==> src/source/datapath_consts.svh <==
// widths, sizes and fixed encodings shared by the datapath RTL and its testbench
`ifndef DATAPATH_CONSTS_SVH
`define DATAPATH_CONSTS_SVH

// data and address width
`define WORD_W 32

// register file geometry
`define REG_CNT 32
`define REG_SEL_W 5

// first fetch address after reset
`define PC_RESET 32'h0000_0000

// all-ones instruction stops the machine
`define HALT_WORD 32'hffff_ffff

// unit-enable bit positions in the issue payload
`define FU_CNT 3
`define FU_ALU 0
`define FU_LSU 1
`define FU_BRU 2

`endif

==> src/source/isa_pkg.sv <==
// instruction encoding and operation types for the reduced RV32I subset
`default_nettype none

`include "datapath_consts.svh"

package isa_pkg;

    typedef logic [`WORD_W-1:0] word_t;
    typedef logic [`REG_SEL_W-1:0] reg_sel_t;

    // major opcodes of the supported subset
    typedef enum logic [6:0] {
        OP_RTYPE  = 7'b0110011,
        OP_ITYPE  = 7'b0010011,
        OP_LOAD   = 7'b0000011,
        OP_STORE  = 7'b0100011,
        OP_BRANCH = 7'b1100011
    } opcode_t;

    // R-type field view, other formats reuse rd/rs1/rs2 positions
    typedef struct packed {
        logic [6:0] funct7;
        reg_sel_t   rs2;
        reg_sel_t   rs1;
        logic [2:0] funct3;
        reg_sel_t   rd;
        opcode_t    opcode;
    } instr_t;

    typedef enum logic [2:0] {
        ALU_ADD,
        ALU_SUB,
        ALU_AND,
        ALU_OR,
        ALU_XOR,
        ALU_SLT
    } alu_op_t;

    typedef enum logic [1:0] {
        MEM_NONE,
        MEM_LOAD,
        MEM_STORE
    } mem_type_t;

    typedef enum logic [1:0] {
        BR_NONE,
        BR_EQ,
        BR_NE
    } branch_type_t;

endpackage

`default_nettype wire

==> src/source/datapath_pkg.sv <==
// payload structs carried by the pipeline latches between stages
`default_nettype none

`include "datapath_consts.svh"

package datapath_pkg;

    // fetch to scoreboard
    typedef struct packed {
        isa_pkg::word_t instr;
        isa_pkg::word_t pc;
    } fetch_t;

    // scoreboard to execute
    // fu_en picks the unit: alu, load/store, branch
    typedef struct packed {
        logic [`FU_CNT-1:0]    fu_en;
        isa_pkg::alu_op_t      alu_op;
        isa_pkg::mem_type_t    mem_type;
        isa_pkg::branch_type_t branch_type;
        isa_pkg::word_t        rdat1;
        isa_pkg::word_t        rdat2;
        isa_pkg::word_t        imm;
        isa_pkg::word_t        pc;
        isa_pkg::reg_sel_t     rd;
        logic                  halt;
    } issue_t;

    // execute to write-back, done means a register write
    typedef struct packed {
        logic              done;
        isa_pkg::reg_sel_t rd;
        isa_pkg::word_t    wdat;
    } execute_t;

endpackage

`default_nettype wire

==> src/source/pipe_latch.sv <==
// stage register holding one payload of any type with valid, stall and flush
`timescale 1ns/1ps
`default_nettype none

module pipe_latch #(
    parameter type payload_t = logic
) (
    input  logic     CLK,
    input  logic     nrst,
    input  logic     stall,
    input  logic     flush,
    input  logic     in_valid,
    input  payload_t in_data,
    output logic     out_valid,
    output payload_t out_data
);

    // flush wins over stall so a redirect never keeps wrong-path work
    always_ff @(posedge CLK, negedge nrst) begin
        if (!nrst) begin
            out_valid <= 1'b0;
        end else if (flush) begin
            out_valid <= 1'b0;
        end else if (!stall) begin
            out_valid <= in_valid;
        end
    end

    always_ff @(posedge CLK) begin
        if (!stall) begin
            out_data <= in_data;
        end
    end

endmodule

`default_nettype wire

==> src/source/fetch.sv <==
// instruction fetch: pc register, imem request and redirect on branch miss
`timescale 1ns/1ps
`default_nettype none

`include "datapath_consts.svh"

module fetch (
    input  logic                 CLK,
    input  logic                 nrst,
    input  logic                 ihit,
    input  isa_pkg::word_t       imemload,
    input  logic                 stall,
    input  logic                 branch_miss,
    input  isa_pkg::word_t       branch_target,
    input  logic                 halt,
    output logic                 imemREN,
    output isa_pkg::word_t       imemaddr,
    output logic                 fetch_valid,
    output datapath_pkg::fetch_t fetch_out
);
    import isa_pkg::*;

    word_t pc_q;
    word_t target_q;
    logic  redirect_q;
    logic  req_done;

    assign imemREN  = !halt;
    assign imemaddr = pc_q;
    assign req_done = imemREN && ihit;

    // words returned while a redirect is pending are wrong-path
    assign fetch_valid = req_done && !redirect_q;
    assign fetch_out   = '{instr: imemload, pc: pc_q};

    always_ff @(posedge CLK, negedge nrst) begin
        if (!nrst) begin
            pc_q       <= `PC_RESET;
            redirect_q <= 1'b0;
        end else if (branch_miss && !req_done) begin
            // open request keeps its address until the hit
            redirect_q <= 1'b1;
        end else if (branch_miss) begin
            pc_q       <= branch_target;
            redirect_q <= 1'b0;
        end else if (req_done && redirect_q) begin
            pc_q       <= target_q;
            redirect_q <= 1'b0;
        end else if (req_done && !stall) begin
            pc_q <= pc_q + word_t'(4);
        end
    end

    // target of a deferred redirect
    always_ff @(posedge CLK) begin
        if (branch_miss) begin
            target_q <= branch_target;
        end
    end

endmodule

`default_nettype wire

==> src/source/scoreboard.sv <==
// decode, register file, busy-bit hazard check, issue and register write-back
`timescale 1ns/1ps
`default_nettype none

`include "datapath_consts.svh"

module scoreboard (
    input  logic                   CLK,
    input  logic                   nrst,
    input  logic                   fetch_valid,
    input  datapath_pkg::fetch_t   fetch_in,
    input  logic                   ex_busy,
    input  logic                   branch_miss,
    input  datapath_pkg::execute_t wb_in,
    output logic                   sb_stall,
    output logic                   issue_valid,
    output datapath_pkg::issue_t   issue_out
);
    import isa_pkg::*;

    instr_t              instr;
    word_t               w;
    word_t               regs [`REG_CNT];
    logic [`REG_CNT-1:0] busy_q;
    logic [`REG_CNT-1:0] wb_clr;
    logic [`REG_CNT-1:0] busy_eff;
    word_t               rdat1;
    word_t               rdat2;
    logic                use_rs1;
    logic                use_rs2;
    logic                wr_rd;
    logic                hazard;
    logic                issue_fire;
    reg_sel_t            pend_rd;
    logic                pend_wr;

    function automatic alu_op_t alu_decode(input logic [2:0] funct3, input logic alt);
        alu_op_t op;
        case (funct3)
            3'b000:  op = alt ? ALU_SUB : ALU_ADD;
            3'b010:  op = ALU_SLT;
            3'b100:  op = ALU_XOR;
            3'b110:  op = ALU_OR;
            3'b111:  op = ALU_AND;
            default: op = ALU_ADD;
        endcase
        return op;
    endfunction

    assign w     = fetch_in.instr;
    assign instr = instr_t'(w);

    // read ports, same-cycle write-back data bypasses the array
    assign rdat1 = (instr.rs1 == '0) ? '0 :
                   (wb_in.done && wb_in.rd == instr.rs1) ? wb_in.wdat : regs[instr.rs1];
    assign rdat2 = (instr.rs2 == '0) ? '0 :
                   (wb_in.done && wb_in.rd == instr.rs2) ? wb_in.wdat : regs[instr.rs2];

    always_comb begin
        issue_out             = '0;
        issue_out.alu_op      = ALU_ADD;
        issue_out.mem_type    = MEM_NONE;
        issue_out.branch_type = BR_NONE;
        issue_out.rdat1       = rdat1;
        issue_out.rdat2       = rdat2;
        issue_out.pc          = fetch_in.pc;
        issue_out.rd          = instr.rd;
        use_rs1               = 1'b0;
        use_rs2               = 1'b0;
        wr_rd                 = 1'b0;
        if (w == `HALT_WORD) begin
            issue_out.halt = 1'b1;
        end else begin
            case (instr.opcode)
                OP_RTYPE: begin
                    issue_out.fu_en[`FU_ALU] = 1'b1;
                    issue_out.alu_op = alu_decode(instr.funct3, instr.funct7[5]);
                    use_rs1 = 1'b1;
                    use_rs2 = 1'b1;
                    wr_rd   = 1'b1;
                end
                OP_ITYPE: begin
                    // immediate takes the second operand slot
                    issue_out.fu_en[`FU_ALU] = 1'b1;
                    issue_out.alu_op = alu_decode(instr.funct3, 1'b0);
                    issue_out.imm    = {{(`WORD_W-12){w[31]}}, w[31:20]};
                    issue_out.rdat2  = issue_out.imm;
                    use_rs1 = 1'b1;
                    wr_rd   = 1'b1;
                end
                OP_LOAD: begin
                    issue_out.fu_en[`FU_LSU] = 1'b1;
                    issue_out.mem_type = MEM_LOAD;
                    issue_out.imm      = {{(`WORD_W-12){w[31]}}, w[31:20]};
                    use_rs1 = 1'b1;
                    wr_rd   = 1'b1;
                end
                OP_STORE: begin
                    issue_out.fu_en[`FU_LSU] = 1'b1;
                    issue_out.mem_type = MEM_STORE;
                    issue_out.imm      = {{(`WORD_W-12){w[31]}}, w[31:25], w[11:7]};
                    use_rs1 = 1'b1;
                    use_rs2 = 1'b1;
                end
                OP_BRANCH: begin
                    issue_out.fu_en[`FU_BRU] = 1'b1;
                    issue_out.branch_type = instr.funct3[0] ? BR_NE : BR_EQ;
                    issue_out.imm = {{(`WORD_W-12){w[31]}}, w[7], w[30:25], w[11:8], 1'b0};
                    use_rs1 = 1'b1;
                    use_rs2 = 1'b1;
                end
                default: ;
            endcase
        end
        // x0 never becomes busy
        if (instr.rd == '0) begin
            wr_rd = 1'b0;
        end
    end

    // busy bits released by this cycle's write-back no longer block
    assign wb_clr   = wb_in.done ? (`REG_CNT'(1) << wb_in.rd) : '0;
    assign busy_eff = busy_q & ~wb_clr;
    assign hazard   = (use_rs1 && busy_eff[instr.rs1]) ||
                      (use_rs2 && busy_eff[instr.rs2]) ||
                      (wr_rd && busy_eff[instr.rd]);

    assign sb_stall    = fetch_valid && hazard;
    assign issue_valid = fetch_valid && !hazard;
    assign issue_fire  = issue_valid && !ex_busy;

    // the one instruction issuing beside a missed branch is flushed,
    // so its busy set is dropped
    assign pend_rd = instr.rd;
    assign pend_wr = issue_fire && wr_rd && !branch_miss;

    always_ff @(posedge CLK, negedge nrst) begin
        if (!nrst) begin
            busy_q <= '0;
        end else begin
            busy_q <= busy_eff | (pend_wr ? (`REG_CNT'(1) << pend_rd) : '0);
        end
    end

    always_ff @(posedge CLK) begin
        if (wb_in.done && wb_in.rd != '0) begin
            regs[wb_in.rd] <= wb_in.wdat;
        end
    end

endmodule

`default_nettype wire

==> src/source/execute.sv <==
// execute stage: scalar ALU, load/store unit on the dmem port, branch resolution
`timescale 1ns/1ps
`default_nettype none

`include "datapath_consts.svh"

module execute (
    input  logic                   CLK,
    input  logic                   nrst,
    input  logic                   issue_valid,
    input  datapath_pkg::issue_t   issue_in,
    input  logic                   dhit,
    input  isa_pkg::word_t         dmemload,
    output logic                   dmemREN,
    output logic                   dmemWEN,
    output isa_pkg::word_t         dmemaddr,
    output isa_pkg::word_t         dmemstore,
    output logic                   ex_busy,
    output logic                   branch_miss,
    output isa_pkg::word_t         branch_target,
    output logic                   halt,
    output logic                   ex_valid,
    output datapath_pkg::execute_t ex_out
);
    import isa_pkg::*;

    logic  alu_en;
    logic  lsu_en;
    logic  bru_en;
    logic  is_load;
    logic  taken;
    logic  halt_q;
    word_t op_a;
    word_t op_b;
    word_t alu_res;

    assign op_a = issue_in.rdat1;
    assign op_b = issue_in.rdat2;

    // nothing runs once the machine has halted
    assign alu_en = issue_valid && issue_in.fu_en[`FU_ALU] && !halt_q;
    assign lsu_en = issue_valid && issue_in.fu_en[`FU_LSU] && !halt_q;
    assign bru_en = issue_valid && issue_in.fu_en[`FU_BRU] && !halt_q;

    always_comb begin
        case (issue_in.alu_op)
            ALU_ADD: alu_res = op_a + op_b;
            ALU_SUB: alu_res = op_a - op_b;
            ALU_AND: alu_res = op_a & op_b;
            ALU_OR:  alu_res = op_a | op_b;
            ALU_XOR: alu_res = op_a ^ op_b;
            ALU_SLT: alu_res = {{(`WORD_W-1){1'b0}}, $signed(op_a) < $signed(op_b)};
            default: alu_res = '0;
        endcase
    end

    // request stays up, and the issue latch frozen, until dhit
    assign is_load   = issue_in.mem_type == MEM_LOAD;
    assign dmemaddr  = op_a + issue_in.imm;
    assign dmemstore = op_b;
    assign dmemREN   = lsu_en && is_load;
    assign dmemWEN   = lsu_en && issue_in.mem_type == MEM_STORE;
    assign ex_busy   = lsu_en && !dhit;

    // predicted not taken, so every taken branch is a miss
    always_comb begin
        case (issue_in.branch_type)
            BR_EQ:   taken = op_a == op_b;
            BR_NE:   taken = op_a != op_b;
            default: taken = 1'b0;
        endcase
    end

    assign branch_miss   = bru_en && taken;
    assign branch_target = issue_in.pc + issue_in.imm;

    assign ex_valid = alu_en || bru_en || (lsu_en && dhit);
    assign ex_out   = '{done: alu_en || (lsu_en && dhit && is_load),
                        rd:   issue_in.rd,
                        wdat: is_load ? dmemload : alu_res};

    always_ff @(posedge CLK, negedge nrst) begin
        if (!nrst) begin
            halt_q <= 1'b0;
        end else if (issue_valid && issue_in.halt) begin
            halt_q <= 1'b1;
        end
    end

    assign halt = halt_q;

endmodule

`default_nettype wire

==> src/source/sc_datapath.sv <==
// datapath top: fetch, scoreboard and execute joined by three pipeline latches
`timescale 1ns/1ps
`default_nettype none

module sc_datapath (
    input  logic           CLK,
    input  logic           nrst,
    input  logic           ihit,
    input  isa_pkg::word_t imemload,
    output logic           imemREN,
    output isa_pkg::word_t imemaddr,
    input  logic           dhit,
    input  isa_pkg::word_t dmemload,
    output logic           dmemREN,
    output logic           dmemWEN,
    output isa_pkg::word_t dmemaddr,
    output isa_pkg::word_t dmemstore,
    output logic           halt
);
    import isa_pkg::*;
    import datapath_pkg::*;

    fetch_t   fetch_d;
    fetch_t   fetch_q;
    issue_t   issue_d;
    issue_t   issue_q;
    execute_t ex_d;
    execute_t wb_q;
    execute_t wb_in;
    logic     fetch_d_valid;
    logic     fetch_q_valid;
    logic     issue_d_valid;
    logic     issue_q_valid;
    logic     ex_d_valid;
    logic     wb_q_valid;
    logic     sb_stall;
    logic     ex_busy;
    logic     fetch_stall;
    logic     branch_miss;
    word_t    branch_target;

    assign fetch_stall = sb_stall || ex_busy;

    // write-back slot only counts while the latch is valid
    assign wb_in = '{done: wb_q_valid && wb_q.done, rd: wb_q.rd, wdat: wb_q.wdat};

    fetch u_fetch (
        .CLK, .nrst, .ihit, .imemload, .stall(fetch_stall),
        .branch_miss, .branch_target, .halt, .imemREN, .imemaddr,
        .fetch_valid(fetch_d_valid), .fetch_out(fetch_d)
    );

    pipe_latch #(.payload_t(fetch_t)) fetch_latch (
        .CLK, .nrst, .stall(fetch_stall), .flush(branch_miss),
        .in_valid(fetch_d_valid), .in_data(fetch_d),
        .out_valid(fetch_q_valid), .out_data(fetch_q)
    );

    scoreboard u_scoreboard (
        .CLK, .nrst, .fetch_valid(fetch_q_valid), .fetch_in(fetch_q),
        .ex_busy, .branch_miss, .wb_in, .sb_stall,
        .issue_valid(issue_d_valid), .issue_out(issue_d)
    );

    pipe_latch #(.payload_t(issue_t)) issue_latch (
        .CLK, .nrst, .stall(ex_busy), .flush(branch_miss),
        .in_valid(issue_d_valid), .in_data(issue_d),
        .out_valid(issue_q_valid), .out_data(issue_q)
    );

    execute u_execute (
        .CLK, .nrst, .issue_valid(issue_q_valid), .issue_in(issue_q),
        .dhit, .dmemload, .dmemREN, .dmemWEN, .dmemaddr, .dmemstore,
        .ex_busy, .branch_miss, .branch_target, .halt,
        .ex_valid(ex_d_valid), .ex_out(ex_d)
    );

    pipe_latch #(.payload_t(execute_t)) wb_latch (
        .CLK, .nrst, .stall(1'b0), .flush(1'b0),
        .in_valid(ex_d_valid), .in_data(ex_d),
        .out_valid(wb_q_valid), .out_data(wb_q)
    );

endmodule

`default_nettype wire

==> config.mk <==
export PLATFORM = sky130hd
export DESIGN_NAME = sc_datapath
export DESIGN_NICKNAME = d
export VERILOG_FILES = /design/src/source/isa_pkg.sv /design/src/source/datapath_pkg.sv /design/src/source/pipe_latch.sv /design/src/source/fetch.sv /design/src/source/scoreboard.sv /design/src/source/execute.sv /design/src/source/sc_datapath.sv
export VERILOG_INCLUDE_DIRS = /design/src /design/src/source
export SDC_FILE = /design/constraint.sdc
export NUM_CORES = 2
export LEC_CHECK = 0
export BUFFER_PORTS_ARGS = -buffer_cell sky130_fd_sc_hd__buf_2
export CAP_MARGIN = 20
export CORE_MARGIN = 4
export CORE_UTILIZATION = 50
export DETAILED_ROUTE_END_ITERATION = 10
export PLACE_DENSITY = 0.69
export SYNTH_ARGS = -nofsm -noshare
export SYNTH_HDL_FRONTEND = slang
export SYNTH_SLANG_ARGS = --single-unit
export TNS_END_PERCENT = 50
==> constraint.sdc <==
create_clock -name CLK -period 7.23 [get_ports CLK]
set_input_delay 1.446 -clock CLK [delete_from_list [all_inputs] [get_ports CLK]]
set_output_delay 1.446 -clock CLK [all_outputs]
set_load 0.01 [all_outputs]
* Word-level counts from Yosys, hierarchy flattened
Memory sizes are Yosys's and may differ from the RTL's. A register that Yosys moved wholly into a read port is not among the register bits. Cells that the tools add are included.
Operators by class: add/sub/neg operators 5, $lt $le $gt $ge 4, eq/ne operators 24, shift operators 2, mux-type cells 45, bitwise logic cells 8, reduce and logical (&&, ||, !) cells 59
Operators by type and width (number):
- two-way mux 32 bit | 9
- case mux 32 bit (6 select lines) | 1
- adder 32 bit | 3
- case mux 32 bit (3 select lines) | 1
- AND 32 bit | 2
- two-way mux 64 bit | 1
- OR 32 bit | 2
- << shifter 1 x 5 -> 32 bit, first input constant | 2
- adder 32 x 3 -> 32 bit, second input constant | 1
- equality test 32 bit | 1
- equality test 32 bit, second input constant | 1
- < comparator 32 bit | 1
- != test 32 bit | 1
- NOT 32 bit | 1
- subtractor 32 bit | 1
- XOR 32 bit | 1
- logical AND 1 bit | 29
- two-way mux 1 bit | 23
- < comparator 5 x 6 -> 1 bit, second input constant | 3
- binary-select mux 1 bit (select 5 bit) | 3
- equality test 3 bit, second input constant | 5
- logical NOT 5 bit | 3
- case mux 3 bit (5 select lines) | 1
- equality test 7 x 6 -> 1 bit, second input constant | 2
- other kinds (26) | 49
Storage, ports and cells: bits in registers 315, RAM bits 1024, input port bits 68, logic and storage cells 170, memories kept 1
Memory list:
- u_scoreboard.regs | words 32, bits a word 32, read ports 2, clocked after memory_dff 2, wr ports 1, RTL line scoreboard.sv:23 | word_t regs [`REG_CNT];

* Logic depth before layout (Yosys ltp)
depth after elaboration 16, depth in mapped cells 16

* By module
Synthesis repeated with hierarchy kept, for this count alone.
Unflattened totals: cells, all modules 4601, area total of the unflattened synthesis 71650.0 µm²
By module, submodules not included:
- scoreboard | instances 1, cells an instance 2547, area an instance 51119.0 µm², sequential area each 31550.3 µm²
- execute | instances 1, cells an instance 1364, area an instance 9093.7 µm², sequential area each 25.0 µm²
- pipe_latch at issue_latch | instances 1, cells an instance 148, area an instance 4366.7 µm², sequential area each 4349.2 µm²
- fetch | instances 1, cells an instance 429, area an instance 3906.2 µm², sequential area each 1786.7 µm²
- pipe_latch at fetch_latch | instances 1, cells an instance 68, area an instance 1964.4 µm², sequential area each 1946.9 µm²
- pipe_latch at wb_latch | instances 1, cells an instance 42, area an instance 1183.6 µm², sequential area each 1166.1 µm²
- sc_datapath | instances 1, cells an instance 3, area an instance 16.3 µm², sequential area each 0.0 µm²

* Least setup slack after synthesis
Ideal clock, no wire load.
path type input-to-reg, from in dhit, to reg fetch_latch.out_data[0] (netlist name) (enable), arrival 6292 ps, required time 6812 ps, path slack 520 ps, stages on the path 4, cell sequence nor2_1 inv_1 o21ai_1 inv_1
Between the ends: longest elaborated chain between the ends 3
RTL lines:
- start, declared | RTL line sc_datapath.sv:12 | input logic dhit,
- logical NOT 1 bit | RTL line execute.sv:63 | assign ex_busy = lsu_en && !dhit;
- logical AND 1 bit | RTL line execute.sv:63
- logical OR 1 bit | RTL line sc_datapath.sv:42 | assign fetch_stall = sb_stall || ex_busy;
- end signal, assigned | RTL line pipe_latch.sv:31 | out_data <= in_data;
- end, declared | RTL line pipe_latch.sv:15 | output payload_t out_data
Every way passes these cells. A chain may end at the register's enable or synchronous reset.

* Worst setup path after layout
from reg issue_latch.out_data[68] (netlist name), to out dmemaddr[30]
Between the ends: longest elaborated chain between the ends 1
RTL lines:
- start, declared | RTL line pipe_latch.sv:15
- start signal, assigned | RTL line pipe_latch.sv:31
- adder 32 bit | RTL line execute.sv:59 | assign dmemaddr = op_a + issue_in.imm;
- end, declared | RTL line sc_datapath.sv:16 | output isa_pkg::word_t dmemaddr,
Every way passes these cells.

==> flow_summary.json <==
{
  "status": "finished, final reports clean",
  "r2r_cells": 10,
  "synth_xor_xnor_area_share": 0.0126,
  "max-cap-violations": 0,
  "yosys_warnings": 0,
  "gp_congestion": 0.950,
  "relSlewSlack": 0.245,
  "avgSynthCellArea_um2": 15.8,
  "critPathLaunchType": "flop",
  "cts_tree": "yes",
  "hold_buffers": 0,
  "grt_max_degree": 131,
  "fin_area_um2": 77300,
  "power.density_nw_per_um2": 291,
  "die_height_um": 380,
  "fin_ws_ps": 742,
  "crit_type": "reg2out",
  "cts_num_sinks": 1357,
  "io_buffers": 167,
  "layout.nets": 4726,
  "cts-root-buf": "clkbuf_16",
  "critPathMaxFanout": 22,
  "async_reset_ff_frac": 0.0508,
  "post-route-period-util": 0.897,
  "cts_setup_buffers": 0,
  "synth_top_family_by_area": "multiplexers",
  "antenna_left": 0,
  "synth_edf_count": 1245,
  "synthSimpleGateAreaFrac": 0.0495,
  "worstHoldPathCells": 0,
  "tightest_slew_ps": 1130,
  "required_ps": 5780,
  "arrival_ps": 5040,
  "cts_buffers": 143,
  "place_ws_ps": 1610,
  "syn-cell-area_um2": 69100,
  "area_growth_pct": 11.9,
  "viasPerCell": 6.78,
  "drc": 0,
  "routed.top_layer": "met5",
  "clockBufferDepth": 3,
  "swShare": 0.287,
  "met2_length_mm": 95.6,
  "synth_seq_cells": 1357,
  "tns_ps": 0,
  "met1Wirelength_mm": 74.9,
  "wirelength_mm": 199,
  "place_hpwl_mm": 117,
  "drive_gt1_frac": 0.264,
  "route.met3.wl_mm": 22.2,
  "hold_viol": 0,
  "synth_compound_area_frac": 0.0747,
  "cts_resized": 0,
  "vias": 43485,
  "drtIter0Drc": 6201,
  "fin_util": 0.563,
  "dr.pass1.iters": 6,
  "start_util": 0.503,
  "combPwrFrac": 0.196,
  "p_seq_frac": 0.469,
  "track_usage": 0.273,
  "place_area_um2": 72000,
  "power.internal_w": 0.0160,
  "syn-instance-count": 4361,
  "finClkSkew_ps": 32.8,
  "hp-class": "reg2reg",
  "p_clk_frac": 0.335,
  "power_leakage_nw": 26.3,
  "synth_cell_types": 83,
  "vdd_ir_drop_max_mv": 0.245,
  "synthAdderAreaFrac": 0.0300,
  "grt_overflow": 0,
  "grt_pass1_vias": 42712,
  "whs_ps": 331,
  "grt_pass1_wl_mm": 291,
  "rows": 136,
  "setup_viol": 0,
  "die_x_um": 380,
  "ios": 168,
  "cp-end-kind": "output port",
  "core_um2": 137000,
  "muxShareOfSynthArea": 0.227,
  "synthFlopType": "edfxtp_1",
  "final_cell_mix": "1245 x edfxtp_1, 658 x mux4_2, 216 x nor2_1, 213 x o21ai_0, 200 x a21oi_1",
  "post_drt_wl_per_cell_um": 31.1,
  "antenna_found_initial": 13,
  "switchingPower_w": 0.00646,
  "period_needed_ps": 6490,
  "ctsHtreeMaxLevel": 4,
  "die-area_um2": 144000,
  "seq_area_frac_synth": 0.579,
  "clock.fmax_mhz": 154,
  "cts.clk_slew.worst_paths_ps": 70,
  "rsz0062_at_grt": "false",
  "final_max_slew_viol_count": 0,
  "insertion_delay_ps": 780,
  "final_common_cell": "edfxtp_1"
}
==> worst max-delay path: stages (launching register included) <==
cell and delay (ps):
edfxtp_1 950, buf_4 460, ha_1 350, a21oi_1 160, o21ai_0 110, a21oi_1 160
o21bai_1 80, a211oi_1 400, o21ai_0 260, a41oi_1 390, a21oi_1 260, a211oi_1 380
xnor2_1 170, buf_2 150
==> flip-flops by register name, indices dropped and copies added, names as in the netlist, named ones only <==
register	count
u_scoreboard.regs	1024
issue_latch.out_data	125
fetch_latch.out_data	64
wb_latch.out_data	38
u_fetch.imemaddr	32
u_fetch.target_q	32
u_scoreboard.busy_q	32
fetch_latch.out_valid	1
issue_latch.out_valid	1
u_execute.halt	1
u_fetch.redirect_q	1
wb_latch.out_valid	1
==> cells in the mapped netlist, drive strengths merged, types with 6 or more instances <==
cell,number,share of area
and3,28,0.0025
o2111ai,6,0.00076
o22ai,14,0.0013
nor4,18,0.0016
or3,14,0.0013
or2,8,0.00072
nand3,57,0.0041
and2,16,0.0014
dfrtp,69,0.025
o21bai,19,0.0021
a31oi,32,0.0031
nor2,247,0.013
nand2,171,0.0093
mux4,658,0.21
ha,159,0.029
dfxtp,43,0.012
o31ai,33,0.0036
buf,115,0.0087
a21oi,200,0.014
or4,11,0.0012
a21boi,9,0.00098
nor2b,30,0.0027
o21ai,224,0.016
inv,135,0.0073
nand4,21,0.0019
o41ai,8,0.0010
o221ai,12,0.0015
nor3,50,0.0037
a22o,10,0.0013
nand2b,28,0.0025
a221oi,6,0.00076
clkbuf,207,0.011
xnor2,60,0.0076
o21a,24,0.0026
a2111oi,7,0.00089
xor2,39,0.0049
mux2,9,0.0015
edfxtp,1245,0.54
a21o,41,0.0045
nor3b,8,0.00087
a211oi,89,0.0097
o211ai,27,0.0029
mux2i,77,0.011
==> layer usage <==
metal	track usage	up-vias
li1	-	17998
met1	0.378	22357
met2	0.435	2701
met3	0.0601	421
met4	0.0878	8
met5	0	-
==> metrics by stage <==
stage               power [W]  instances
floorplan              0.0132       4392
global placement       0.0147       6128
detailed placement     0.0148       6129
CTS                    0.0223       6394
global route           0.0233       6410
finish                 0.0225       6412
==> layout make-up <==
cell class                      count  area (um2)
Fill cell                       10386       60000
Inverter                          138         523
Clock inverter                     87         997
Tap cell                         1794        2240
Clock buffer                      178        3840
Antenna cell                        3        7.51
Multi-Input combinational cell   2575       27600
Sequential cell                  1357       40000
Timing Repair Buffer              280        2100
==> power groups by stage <==
stage / registers [W] / logic, W / clock network, W
after detailed placement: 0.0110 / 0.00375 / 0
after CTS: 0.0109 / 0.00378 / 0.00765
after global placement: 0.0110 / 0.00369 / 0
after global routing: 0.0106 / 0.00475 / 0.00799
after floorplan: 0.0108 / 0.00247 / 0
final: 0.0106 / 0.00440 / 0.00755
==> cells by family (layout without fill, tap and decap cells) <==
kind of cell | after synthesis | in the layout
AOI/OAI and AO/OA | 814 | 814
xor gates and xnor gates | 99 | 99
adders and majority gates | 163 | 163
buffers and inverters | 460 | 683
DFF | 1357 | 1357
muxes | 744 | 744
other | 1 | 35
and+or+nand+nor | 723 | 723
==> worst paths after layout <==
kind / start / slack [ps] / to
max in group asynchronous: nrst / 5730 / u_fetch.imemaddr[17]
min reg2reg: issue_latch.out_data[1] / 330 / wb_latch.out_data[32]
max reg2reg: wb_latch.out_data[32] / 2220 / fetch_latch.out_data[9]
max: issue_latch.out_data[68] / 740 / dmemaddr[30]
min in group asynchronous: nrst / 830 / u_scoreboard.busy_q[11]
min: issue_latch.out_data[1] / 330 / wb_latch.out_data[32]
(Power assumes the default switching activity.)
